--- config.mk ---
export PLATFORM = sky130hd
export DESIGN_NAME = tiny16_exec
export DESIGN_NICKNAME = d
export VERILOG_FILES = /design/src/hw/tiny16_pkg.sv /design/src/hw/tiny16_alu.sv /design/src/hw/tiny16_branch.sv /design/src/hw/tiny16_commit.sv /design/src/hw/tiny16_exec.sv
export SDC_FILE = /design/constraint.sdc
export NUM_CORES = 1
export LEC_CHECK = 0
export BUFFER_PORTS_ARGS = -buffer_cell sky130_fd_sc_hd__clkbuf_2
export CORE_MARGIN = 2
export CORE_UTILIZATION = 40
export DETAILED_ROUTE_END_ITERATION = 6
export GPL_TIMING_DRIVEN = 0
export REMOVE_ABC_BUFFERS = 1
export SETUP_SLACK_MARGIN = 0.15
export SYNTH_ARGS = -nofsm -noshare
export SYNTH_HDL_FRONTEND = slang
export SYNTH_SLANG_ARGS = --single-unit
--- constraint.sdc ---
create_clock -name clk -period 9.8 [get_ports clk]
set_input_delay 0.98 -clock clk [delete_from_list [all_inputs] [get_ports clk]]
set_output_delay 0.98 -clock clk [all_outputs]
set_load 0.02 [all_outputs]
--- src/hw/tiny16_pkg.sv ---
`default_nettype none

package tiny16_pkg;

    // ========================================
    // widths
    // ========================================

    // program space is 8k bytes.
    localparam int pc_bits = 13;

    // ========================================
    // alu op codes
    // ========================================

    localparam logic [4:0] op_clr  = 5'd0;
    localparam logic [4:0] op_set  = 5'd1;
    localparam logic [4:0] op_inc  = 5'd2;
    localparam logic [4:0] op_dec  = 5'd3;
    localparam logic [4:0] op_not  = 5'd4;
    localparam logic [4:0] op_neg  = 5'd5;
    localparam logic [4:0] op_shl  = 5'd6;
    localparam logic [4:0] op_shr  = 5'd7;
    localparam logic [4:0] op_rol  = 5'd8;
    localparam logic [4:0] op_ror  = 5'd9;

    localparam logic [4:0] op_mov  = 5'd16;
    localparam logic [4:0] op_adc  = 5'd17;
    localparam logic [4:0] op_add  = 5'd18;
    localparam logic [4:0] op_sbc  = 5'd19;
    localparam logic [4:0] op_sub  = 5'd20;
    localparam logic [4:0] op_and  = 5'd21;
    localparam logic [4:0] op_or   = 5'd22;
    localparam logic [4:0] op_xor  = 5'd23;

    localparam logic [4:0] op_cmp  = 5'd30;
    localparam logic [4:0] op_test = 5'd31;

    // condition select bits in the branch view.
    localparam int cond_c = 2;
    localparam int cond_z = 1;
    localparam int cond_n = 0;

    // ========================================
    // instruction and data types
    // ========================================

    // the op field fills bits 4:0, so imm8 and imm16 take bits 5 and 6.
    typedef struct packed {
        logic       kind;
        logic       imm16;
        logic       imm8;
        logic [4:0] op;
    } alu_view_t;

    typedef struct packed {
        logic       kind;
        logic [2:0] unused;
        logic       neg;
        logic [2:0] cond;
    } branch_view_t;

    // kind is 0 for an alu instruction and 1 for a branch.
    typedef union packed {
        alu_view_t    alu;
        branch_view_t br;
    } tiny16_instr_u;

    typedef struct packed {
        tiny16_instr_u instr;
        logic [15:0]   reg_a;
        logic [15:0]   reg_b;
        logic [15:0]   imm;
    } exec_in_t;

    typedef struct packed {
        logic [15:0]        acc;
        logic               c;
        logic [pc_bits-1:0] pc;
    } exec_state_t;

    typedef struct packed {
        logic c;
        logic z;
        logic n;
    } flags_t;

endpackage

`default_nettype wire

--- src/hw/tiny16_alu.sv ---
`default_nettype none

module tiny16_alu (
    input  tiny16_pkg::exec_in_t    in_data,
    input  tiny16_pkg::exec_state_t cur,
    output tiny16_pkg::exec_state_t alu_res
);
    import tiny16_pkg::*;

    tiny16_instr_u instr;
    logic [4:0]    op;
    logic [15:0]   a;
    logic [15:0]   b;
    logic          cin;
    logic [16:0]   sum;
    logic [16:0]   diff;
    logic [15:0]   acc_next;
    logic          c_next;

    assign instr = in_data.instr;
    assign op = instr.alu.op;
    assign a = in_data.reg_a;

    // ========================================
    // second operand
    // ========================================

    // the 8-bit immediate is the low byte of imm and is sign extended.
    always_comb begin
        if (instr.alu.imm8) begin
            b = {{8{in_data.imm[7]}}, in_data.imm[7:0]};
        end else if (instr.alu.imm16) begin
            b = in_data.imm;
        end else begin
            b = in_data.reg_b;
        end
    end

    // ========================================
    // adder and subtractor
    // ========================================

    // carry in only for adc and sbc.
    assign cin = ((op == op_adc) || (op == op_sbc)) ? cur.c : 1'b0;

    assign sum = {1'b0, a} + {1'b0, b} + {16'h0000, cin};

    // bit 16 of the difference is the borrow.
    assign diff = {1'b0, a} - {1'b0, b} - {16'h0000, cin};

    // ========================================
    // result select
    // ========================================

    always_comb begin
        acc_next = cur.acc;
        c_next = cur.c;
        case (op)
            op_clr: acc_next = 16'h0000;
            op_set: acc_next = 16'hffff;
            op_inc: acc_next = a + 16'd1;
            op_dec: acc_next = a - 16'd1;
            op_not: acc_next = ~a;
            op_neg: acc_next = -a;
            op_shl: begin
                acc_next = {a[14:0], 1'b0};
                c_next = a[15];
            end
            op_shr: begin
                acc_next = {1'b0, a[15:1]};
                c_next = a[0];
            end
            // rotates go through the carry.
            op_rol: begin
                acc_next = {a[14:0], cur.c};
                c_next = a[15];
            end
            op_ror: begin
                acc_next = {cur.c, a[15:1]};
                c_next = a[0];
            end
            op_mov: acc_next = b;
            op_adc, op_add: begin
                acc_next = sum[15:0];
                c_next = sum[16];
            end
            op_sbc, op_sub, op_cmp: begin
                acc_next = diff[15:0];
                c_next = diff[16];
            end
            op_and, op_test: acc_next = a & b;
            op_or: acc_next = a | b;
            op_xor: acc_next = a ^ b;
            default: begin
                acc_next = cur.acc;
                c_next = cur.c;
            end
        endcase
    end

    assign alu_res.acc = acc_next;
    assign alu_res.c = c_next;
    // pc is owned by the branch unit.
    assign alu_res.pc = '0;

endmodule

`default_nettype wire

--- src/hw/tiny16_branch.sv ---
`default_nettype none

module tiny16_branch (
    input  tiny16_pkg::tiny16_instr_u       instr,
    input  logic [7:0]                      offset,
    input  tiny16_pkg::flags_t              flags,
    input  logic [tiny16_pkg::pc_bits-1:0]  pc,
    output logic [tiny16_pkg::pc_bits-1:0]  next_pc
);
    import tiny16_pkg::*;

    logic [2:0]         flag_vec;
    logic [2:0]         selected;
    logic               cond_pass;
    logic               taken;
    logic [pc_bits-1:0] offset_ext;

    // the vector uses the bit order of the cond field.
    always_comb begin
        flag_vec[cond_c] = flags.c;
        flag_vec[cond_z] = flags.z;
        flag_vec[cond_n] = flags.n;
    end

    assign selected = instr.br.cond & flag_vec;

    // an empty cond with neg set is an unconditional branch.
    assign cond_pass = (|selected) ^ instr.br.neg;

    assign taken = instr.br.kind & cond_pass;

    assign offset_ext = {{(pc_bits - 8){offset[7]}}, offset};

    // the pc wraps at 2**pc_bits.
    always_comb begin
        if (taken) begin
            next_pc = pc + offset_ext;
        end else begin
            next_pc = pc + 1'b1;
        end
    end

endmodule

`default_nettype wire

--- src/hw/tiny16_commit.sv ---
`default_nettype none

module tiny16_commit (
    input  logic                            clk,
    input  logic                            nreset,
    input  logic                            in_valid,
    input  logic                            is_branch,
    input  tiny16_pkg::exec_state_t         alu_res,
    input  logic [tiny16_pkg::pc_bits-1:0]  next_pc,
    output tiny16_pkg::exec_state_t         cur,
    output tiny16_pkg::flags_t              flags,
    output logic                            out_valid
);
    import tiny16_pkg::*;

    // ========================================
    // architectural state
    // ========================================

    always_ff @(posedge clk) begin
        if (!nreset) begin
            cur <= '0;
            out_valid <= 1'b0;
        end else begin
            out_valid <= in_valid;
            if (in_valid) begin
                // branches leave acc and c alone.
                if (!is_branch) begin
                    cur.acc <= alu_res.acc;
                    cur.c <= alu_res.c;
                end
                cur.pc <= next_pc;
            end
        end
    end

    // z and n follow the committed accumulator.
    assign flags = flags_t'{c: cur.c, z: (cur.acc == 16'h0000), n: cur.acc[15]};

    // ========================================
    // assertions
    // ========================================

    // a result is only reported for an instruction taken one cycle earlier.
    out_valid_follows_in: assert property (
        @(posedge clk) disable iff (!nreset)
        out_valid |-> $past(in_valid)
    );

    // without a strobe the state holds.
    state_holds_when_idle: assert property (
        @(posedge clk) disable iff (!nreset)
        !in_valid |=> $stable(cur)
    );

    state_known: assert property (
        @(posedge clk) disable iff (!nreset)
        !$isunknown({cur, out_valid})
    );

endmodule

`default_nettype wire

--- src/hw/tiny16_exec.sv ---
`default_nettype none

module tiny16_exec (
    input  logic                    clk,
    input  logic                    nreset,
    input  logic                    in_valid,
    input  tiny16_pkg::exec_in_t    in_data,
    output logic                    out_valid,
    output tiny16_pkg::exec_state_t state
);
    import tiny16_pkg::*;

    exec_state_t        cur;
    exec_state_t        alu_res;
    flags_t             flags;
    logic [pc_bits-1:0] next_pc;

    tiny16_alu alu (
        .in_data (in_data),
        .cur     (cur),
        .alu_res (alu_res)
    );

    // the low immediate byte doubles as the branch offset.
    tiny16_branch branch (
        .instr   (in_data.instr),
        .offset  (in_data.imm[7:0]),
        .flags   (flags),
        .pc      (cur.pc),
        .next_pc (next_pc)
    );

    tiny16_commit commit (
        .clk       (clk),
        .nreset    (nreset),
        .in_valid  (in_valid),
        .is_branch (in_data.instr.br.kind),
        .alu_res   (alu_res),
        .next_pc   (next_pc),
        .cur       (cur),
        .flags     (flags),
        .out_valid (out_valid)
    );

    assign state = cur;

endmodule

`default_nettype wire

======== Yosys cells after proc, flatten, opt, wreduce, memory -nomap -nowiden ========
Index checks and enable logic that the tools add are counted.
storage, ports and cells
  bits in read-only memories .............. 0
  latch bits .............................. 0
  input port bits ......................... 59
  output and inout bits ................... 31
  memory bits (writable) .................. 0
  bits in registers ....................... 31
  memories kept ........................... 0
cells by class
  muxes and demuxes ....................... 6
  reduce and logical (&&, ||, !) cells .... 13
  shifts and indexed selects .............. 0
  multipliers ............................. 0
  magnitude comparators ................... 0
  equal/unequal tests ..................... 19
  div/mod/pow operators ................... 0
  bitwise operators ....................... 8
  add/sub/neg operators ................... 9
operators by type and width
  kind                                                count
  one-hot mux 16 bit (16 select lines)                1
  == test 5 bit, second input constant                10
  2-to-1 mux 16 bit                                   2
  == test 5 x 3 -> 1 bit, second input constant       4
  adder 16 x 16 -> 17 bit                             1
  adder 17 x 1 -> 17 bit                              1
  subtractor 16 x 16 -> 17 bit                        1
  subtractor 17 x 1 -> 17 bit                         1
  adder 16 x 1 -> 16 bit, second input constant       1
  bitwise AND 16 bit                                  1
  logical NOT 16 bit                                  1
  negation 16 bit                                     1
  NOT 16 bit                                          1
  bitwise OR 16 bit                                   1
  nonzero test 16 bit                                 1
  subtractor 16 x 1 -> 16 bit, second input constant  1
  bitwise XOR 16 bit                                  1
  adder 13 x 1 -> 13 bit, second input constant       1
  adder 13 bit                                        1
  2-to-1 mux 13 bit                                   1
  == test 5 x 2 -> 1 bit, second input constant       2
  == test 5 x 4 -> 1 bit, second input constant       2
  OR reduction 2 bit                                  4
  AND reduction 3 bit                                 2
  other kinds (11)                                    12

======== Depth between registers and ports, before layout ========
  word-level depth ........................ 6
  depth in mapped cells ................... 16
  mapped depth without buffers ............ 14

======== Cells and area by module ========
Synthesis repeated with hierarchy kept, for this count alone.
second synthesis, totals
  cells, all modules ...................... 995
  area, all modules ....................... 7134.3 µm²
by module, submodules not included
  module         cells each  times used  area an instance (µm²)
  tiny16_alu     788         1           5303.8
  tiny16_commit  127         1           1231.2
  tiny16_branch  80          1           599.3

======== Least setup slack after synthesis ========
Ideal clock, no wire load.
  kind .................................... input port to flip-flop
  start point ............................. input port in_data[53] (netlist bit)
  end point ............................... register, netlist name commit.cur[21]
  path slack .............................. 5.520 ns
  cell stages on the path ................. 14
  data required time ...................... 9.683 ns
  data arrival time ....................... 4.163 ns
  path buffers ............................ 1
  setup time .............................. 0.117 ns
  cells stage by stage .................... clkbuf_1 -> nor2_2 -> mux2i_1 -> inv_1 -> fa_1 -> inv_1 -> ha_1 -> o21ai_1 -> a211oi_1 -> a21o_1 -> a211o_1 -> a311oi_1 -> o221ai_1 -> a22o_1
on the way
  word-level cells in the longest chain between the ends .. 4
  elaborated cells between the ends (all ways) .. 9
  those cells by class .................... add/sub: 4; mux: 2; bitwise: 3
RTL lines
  item                                                                            line                                text
  start, declared                                                                 tiny16_exec.sv:7                    input tiny16_pkg::exec_in_t in_data,
  2-to-1 mux 16 bit (*)                                                           tiny16_alu.sv:30                    if (instr.alu.imm8) begin
  subtractor 16 x 16 -> 17 bit / adder 16 x 16 -> 17 bit (equally long branches)  tiny16_alu.sv:49, tiny16_alu.sv:46
  subtractor 17 x 1 -> 17 bit / adder 17 x 1 -> 17 bit (equally long branches)    tiny16_alu.sv:49, tiny16_alu.sv:46
  one-hot mux 16 bit (16 select lines) (*)                                        tiny16_alu.sv:58                    case (op)
Mark *: on every way between the ends. The rest lies on a longest branch, timed or not.
A chain may end at the register's enable or synchronous reset.

======== Final worst setup path ========
  start point ............................. input port in_data[54] (netlist bit)
  end point ............................... register, netlist name commit.cur[29]
on the way
  word-level cells in the longest chain between the ends .. 5
  elaborated cells between the ends (all ways) .. 10
  those cells by class .................... add/sub: 4; mux: 3; bitwise: 3
RTL lines
  item                                                                            line                                text
  2-to-1 mux 16 bit (*)                                                           tiny16_alu.sv:32                    end else if (instr.alu.imm16) begin
  2-to-1 mux 16 bit (*)                                                           tiny16_alu.sv:30
  subtractor 16 x 16 -> 17 bit / adder 16 x 16 -> 17 bit (equally long branches)  tiny16_alu.sv:49, tiny16_alu.sv:46
  subtractor 17 x 1 -> 17 bit / adder 17 x 1 -> 17 bit (equally long branches)    tiny16_alu.sv:49, tiny16_alu.sv:46
  one-hot mux 16 bit (16 select lines) (*)                                        tiny16_alu.sv:58
Marks and branches as above.

==> run summary <==
Area growth syn-to-layout = 11.4%
kind of capture point of the worst setup path = flop
CP max-delay cell = sky130_fd_sc_hd__a2111oi_2
Power Density = 97.8 mW/mm²
GRT Util Overall = 27.8%
minimum clock period after layout = 4780 ps
Starting Density = 41.4%
static power due to leakage = 0.00304 µW
logic depth of the worst setup path including buffers = 14
CP cell instances = clkbuf_2, nor2_2, mux2i_1, inv_1, fa_1, inv_1, ha_1, o21ai_1, a2111oi_2, o21ai_1, a31oi_1, xor2_1, nand2_1, a311oi_1
startpoint of the worst register-to-register path = commit.cur[17]$_SDFFE_PN0P_
number of global-route vias before repair = 6,401
CP startpoint kind = input pin
final number of hold-violating endpoints = 0
number of flops mapped to enable cells by yosys = 0
htree depth = 2
# IOs = 90
leading area contributor after synthesis = sky130_fd_sc_hd__ha_1
summed instance area of the synthesized netlist = 0.00633 mm²
required time reported for the critical path endpoint = 10,000 ps
setup repair after global routing missed its margin = false
number of iterations in the first detailed-routing pass = 6
maximum number of pins on one net before global-route repair = 30
library cells used by synthesis = 86
peak per-stage delay on the critical path = 620 ps
maximum clock skew at final layout = 6.30 ps
die width = 130 µm
area of the die = 0.0169 mm²
count of buffers added by post-CTS timing repair for setup = 0
number of antenna violations at the first check in global routing = 0
CTS sink count = 31
post-DR vias/cell = 6.17
die height = 130 µm
highest clock rate = 209 MHz
count of vias placed by the detailed router = 6,995
critical path's top delay family = compound AO/OA/AOI/OAI gates
Congestion Overflow GR = 0
max-capacitance violation count = 0
total of hold buffers inserted after clock tree synthesis = 0
top fanout value on the critical path = 12
run status = completed
core region area = 0.0153 mm²
proportion of synthesized flip-flops having asynchronous set or reset = 0%
clock tree from TritonCTS = done
Post-DRT Antenna Nets = 0
detailed-route wire length = 23,400 µm
cts bufs inserted = 5
number of gates resized after cts = 0
top cells by area, synth = sky130_fd_sc_hd__ha_1 (18%), sky130_fd_sc_hd__dfxtp_1 (9.8%), sky130_fd_sc_hd__a21oi_1 (5.1%)
fraction of layout cells with a size suffix above 1 = 13.6%
FF+latch count, synth = 31
critical path endpoint = commit.cur[29]$_SDFFE_PN0P_
final weighted congestion in routability-driven placement = 0.916
R2R Setup Slk = 5530 ps
global-route wire length before repair = 36,000 µm
Most used DFF post-synth = sky130_fd_sc_hd__dfxtp_1
mean cell area of the mapped netlist = 7.31 µm²
final setup violation count = 0
number of placement rows = 45
max-slew violation total from the final report = 0
estimated wirelength of the detail-placed design = 17,700 µm
Crit Path Category = input pin to flop
Rel. slew slack = 1.67%
transition time at the pin with the least slew margin = 1470 ps
Layout fillers = 1,622
Synth Instances = 866
number of buffers inserted by port buffering = 89
most common cell in the netlist = sky130_fd_sc_hd__ha_1
DRC violation total after the first TritonRoute iteration = 910
sum of internal, switching and leakage power = 690 µW
Final #Nets = 1,075
critical path startpoint = in_data[54]
Post-route DRC = 0
share of the cycle needed by the critical path after routing = 48.8%
Root Buffer = sky130_fd_sc_hd__clkbuf_16
maximum buffer depth of the clock tree = 2
Setup Total Neg Slack = 0 ps
R2R depth = 14
IR Drop Worst-Case VDD = 57.9 µV
source-to-sink clock delay at the later pin of the worst-skew pair = 300 ps
portion of the post-synthesis area used by sequential elements = 9.80%
Clock transition at path regs = 60 ps
post-DR wirelength/cell = 20.6 µm
commonest cells in the synthesized netlist = sky130_fd_sc_hd__ha_1 (89), sky130_fd_sc_hd__nor2_1 (78), sky130_fd_sc_hd__a21oi_1 (65)
Hold/Removal Path Class = flop to flop
Diodes inserted = 0
number of warnings issued by yosys = 0
endpoint of the worst-slack reg-to-reg timing path = commit.cur[12]$_SDFFE_PN0P_
data arrival time of the worst path = 4990 ps
area fraction of the dominant cell type after synthesis = 17.6%
buffering stage count on the worst path with inverters included = 3
kinds of logic (layout without fill, tap and decap cells):
family,count (synthesis),after routing,synth area share (%)
AOI/OAI and AO/OA,284,284,30.5
xor gates and xnor gates,48,48,6.64
adders and majority gates,95,95,19.5
buffers and inverters,104,160,6.66
DFF,31,31,9.80
muxes,25,25,4.07
and+or+nand+nor,279,279,22.8
per-stage QoR:
stage / util (%) / hold slack [ps] / area (µm²) / std cells / worst slack, ps
floorplan: - / 539 / 6140 / 823 / 5710
global placement: 44.7 / 464 / 6850 / 1123 / 4590
detailed placement: 45.1 / 464 / 6900 / 1125 / 4690
CTS: 46.1 / 473 / 7060 / 1133 / 4990
global route: 46.1 / 518 / 7060 / 1133 / 4690
finish: 46.1 / 469 / 7060 / 1133 / 5020
how the worst min path moves through the flow:
stage | start | end | slack [ps] | cells past startpoint
2_1_floorplan | commit.cur[16]$_SDFFE_PN0P_ | commit.cur[16]$_SDFFE_PN0P_ | 540 | 2
3_3_place_gp | commit.cur[17]$_SDFFE_PN0P_ | commit.cur[17]$_SDFFE_PN0P_ | 460 | 2
3_5_place_dp | commit.cur[18]$_SDFFE_PN0P_ | commit.cur[18]$_SDFFE_PN0P_ | 460 | 2
4_1_cts | commit.cur[18]$_SDFFE_PN0P_ | commit.cur[18]$_SDFFE_PN0P_ | 470 | 2
5_1_grt | commit.cur[18]$_SDFFE_PN0P_ | commit.cur[18]$_SDFFE_PN0P_ | 520 | 2
6_report | commit.cur[18]$_SDFFE_PN0P_ | commit.cur[18]$_SDFFE_PN0P_ | 470 | 2
where the power goes:
part | switching, µW | internal [µW]
Sequential | 7.13 | 133
Clock | 72.4 | 109
Combinational | 230 | 139
routing by layer:
| metal | track usage [%] | up-vias | share of wire, % | wire (µm) |
|---|---|---|---|---|
| met5 | 0 | - | 0 | 0 |
| met4 | 8.67 | 0 | 2.9 | 684 |
| met3 | 4.22 | 52 | 9.4 | 2190 |
| met2 | 45.1 | 363 | 45 | 10500 |
| met1 | 37.9 | 3235 | 43 | 10000 |
| li1 | - | 3345 | - | - |
registers in the layout (all words and copies together), names as in the netlist:
signal / cells
commit.out_valid: 1
commit.cur: 30
area by class of cell:
class                   count  area, µm²  area share [%]
repair buffers             91        484            6.86
well taps                 211        264            3.74
multi-input cells         731       5300            75.1
inverters                  61        229            3.24
clock buffers               8        156            2.22
flip-flops and latches     31        621            8.79
worst register-to-register path, delay by kind of cell (launching register included):
kind | cells | cell delay [ps]
AO/OA/AOI/OAI | 6 | 1200
XOR/XNOR | 2 | 650
adder cells (fa/ha/maj) | 2 | 690
flip-flops | 1 | 320
AND/OR/NAND/NOR | 4 | 1330
placed cells by master, fill, tap and decap left out, drive strengths merged, types with 5 or more instances in the layout:
cell type  Yosys  layout
clkbuf        23      97
ha            89      89
nor2          79      79
a21oi         65      65
inv           61      61
nand2         60      60
o21ai         56      56
xnor2         31      31
dfxtp         31      31
nand3         30      30
nor3          24      24
a211oi        21      21
mux2i         19      19
xor2          17      17
a221oi        13      13
nor2b         12      12
or3           12      12
a31oi         12      12
and3          11      11
o22ai          8       8
o211ai         8       8
a21o           8       8
a2111oi        8       8
nor4           8       8
a22oi          7       7
o21a           7       7
o221ai         7       7
nand2b         7       7
nand4          6       6
o31ai          6       6
o2111ai        6       6
o21bai         6       6
fa             6       6
mux2           6       6
nand3b         5       5
a311oi         5       5
(Power assumes the default switching activity.)
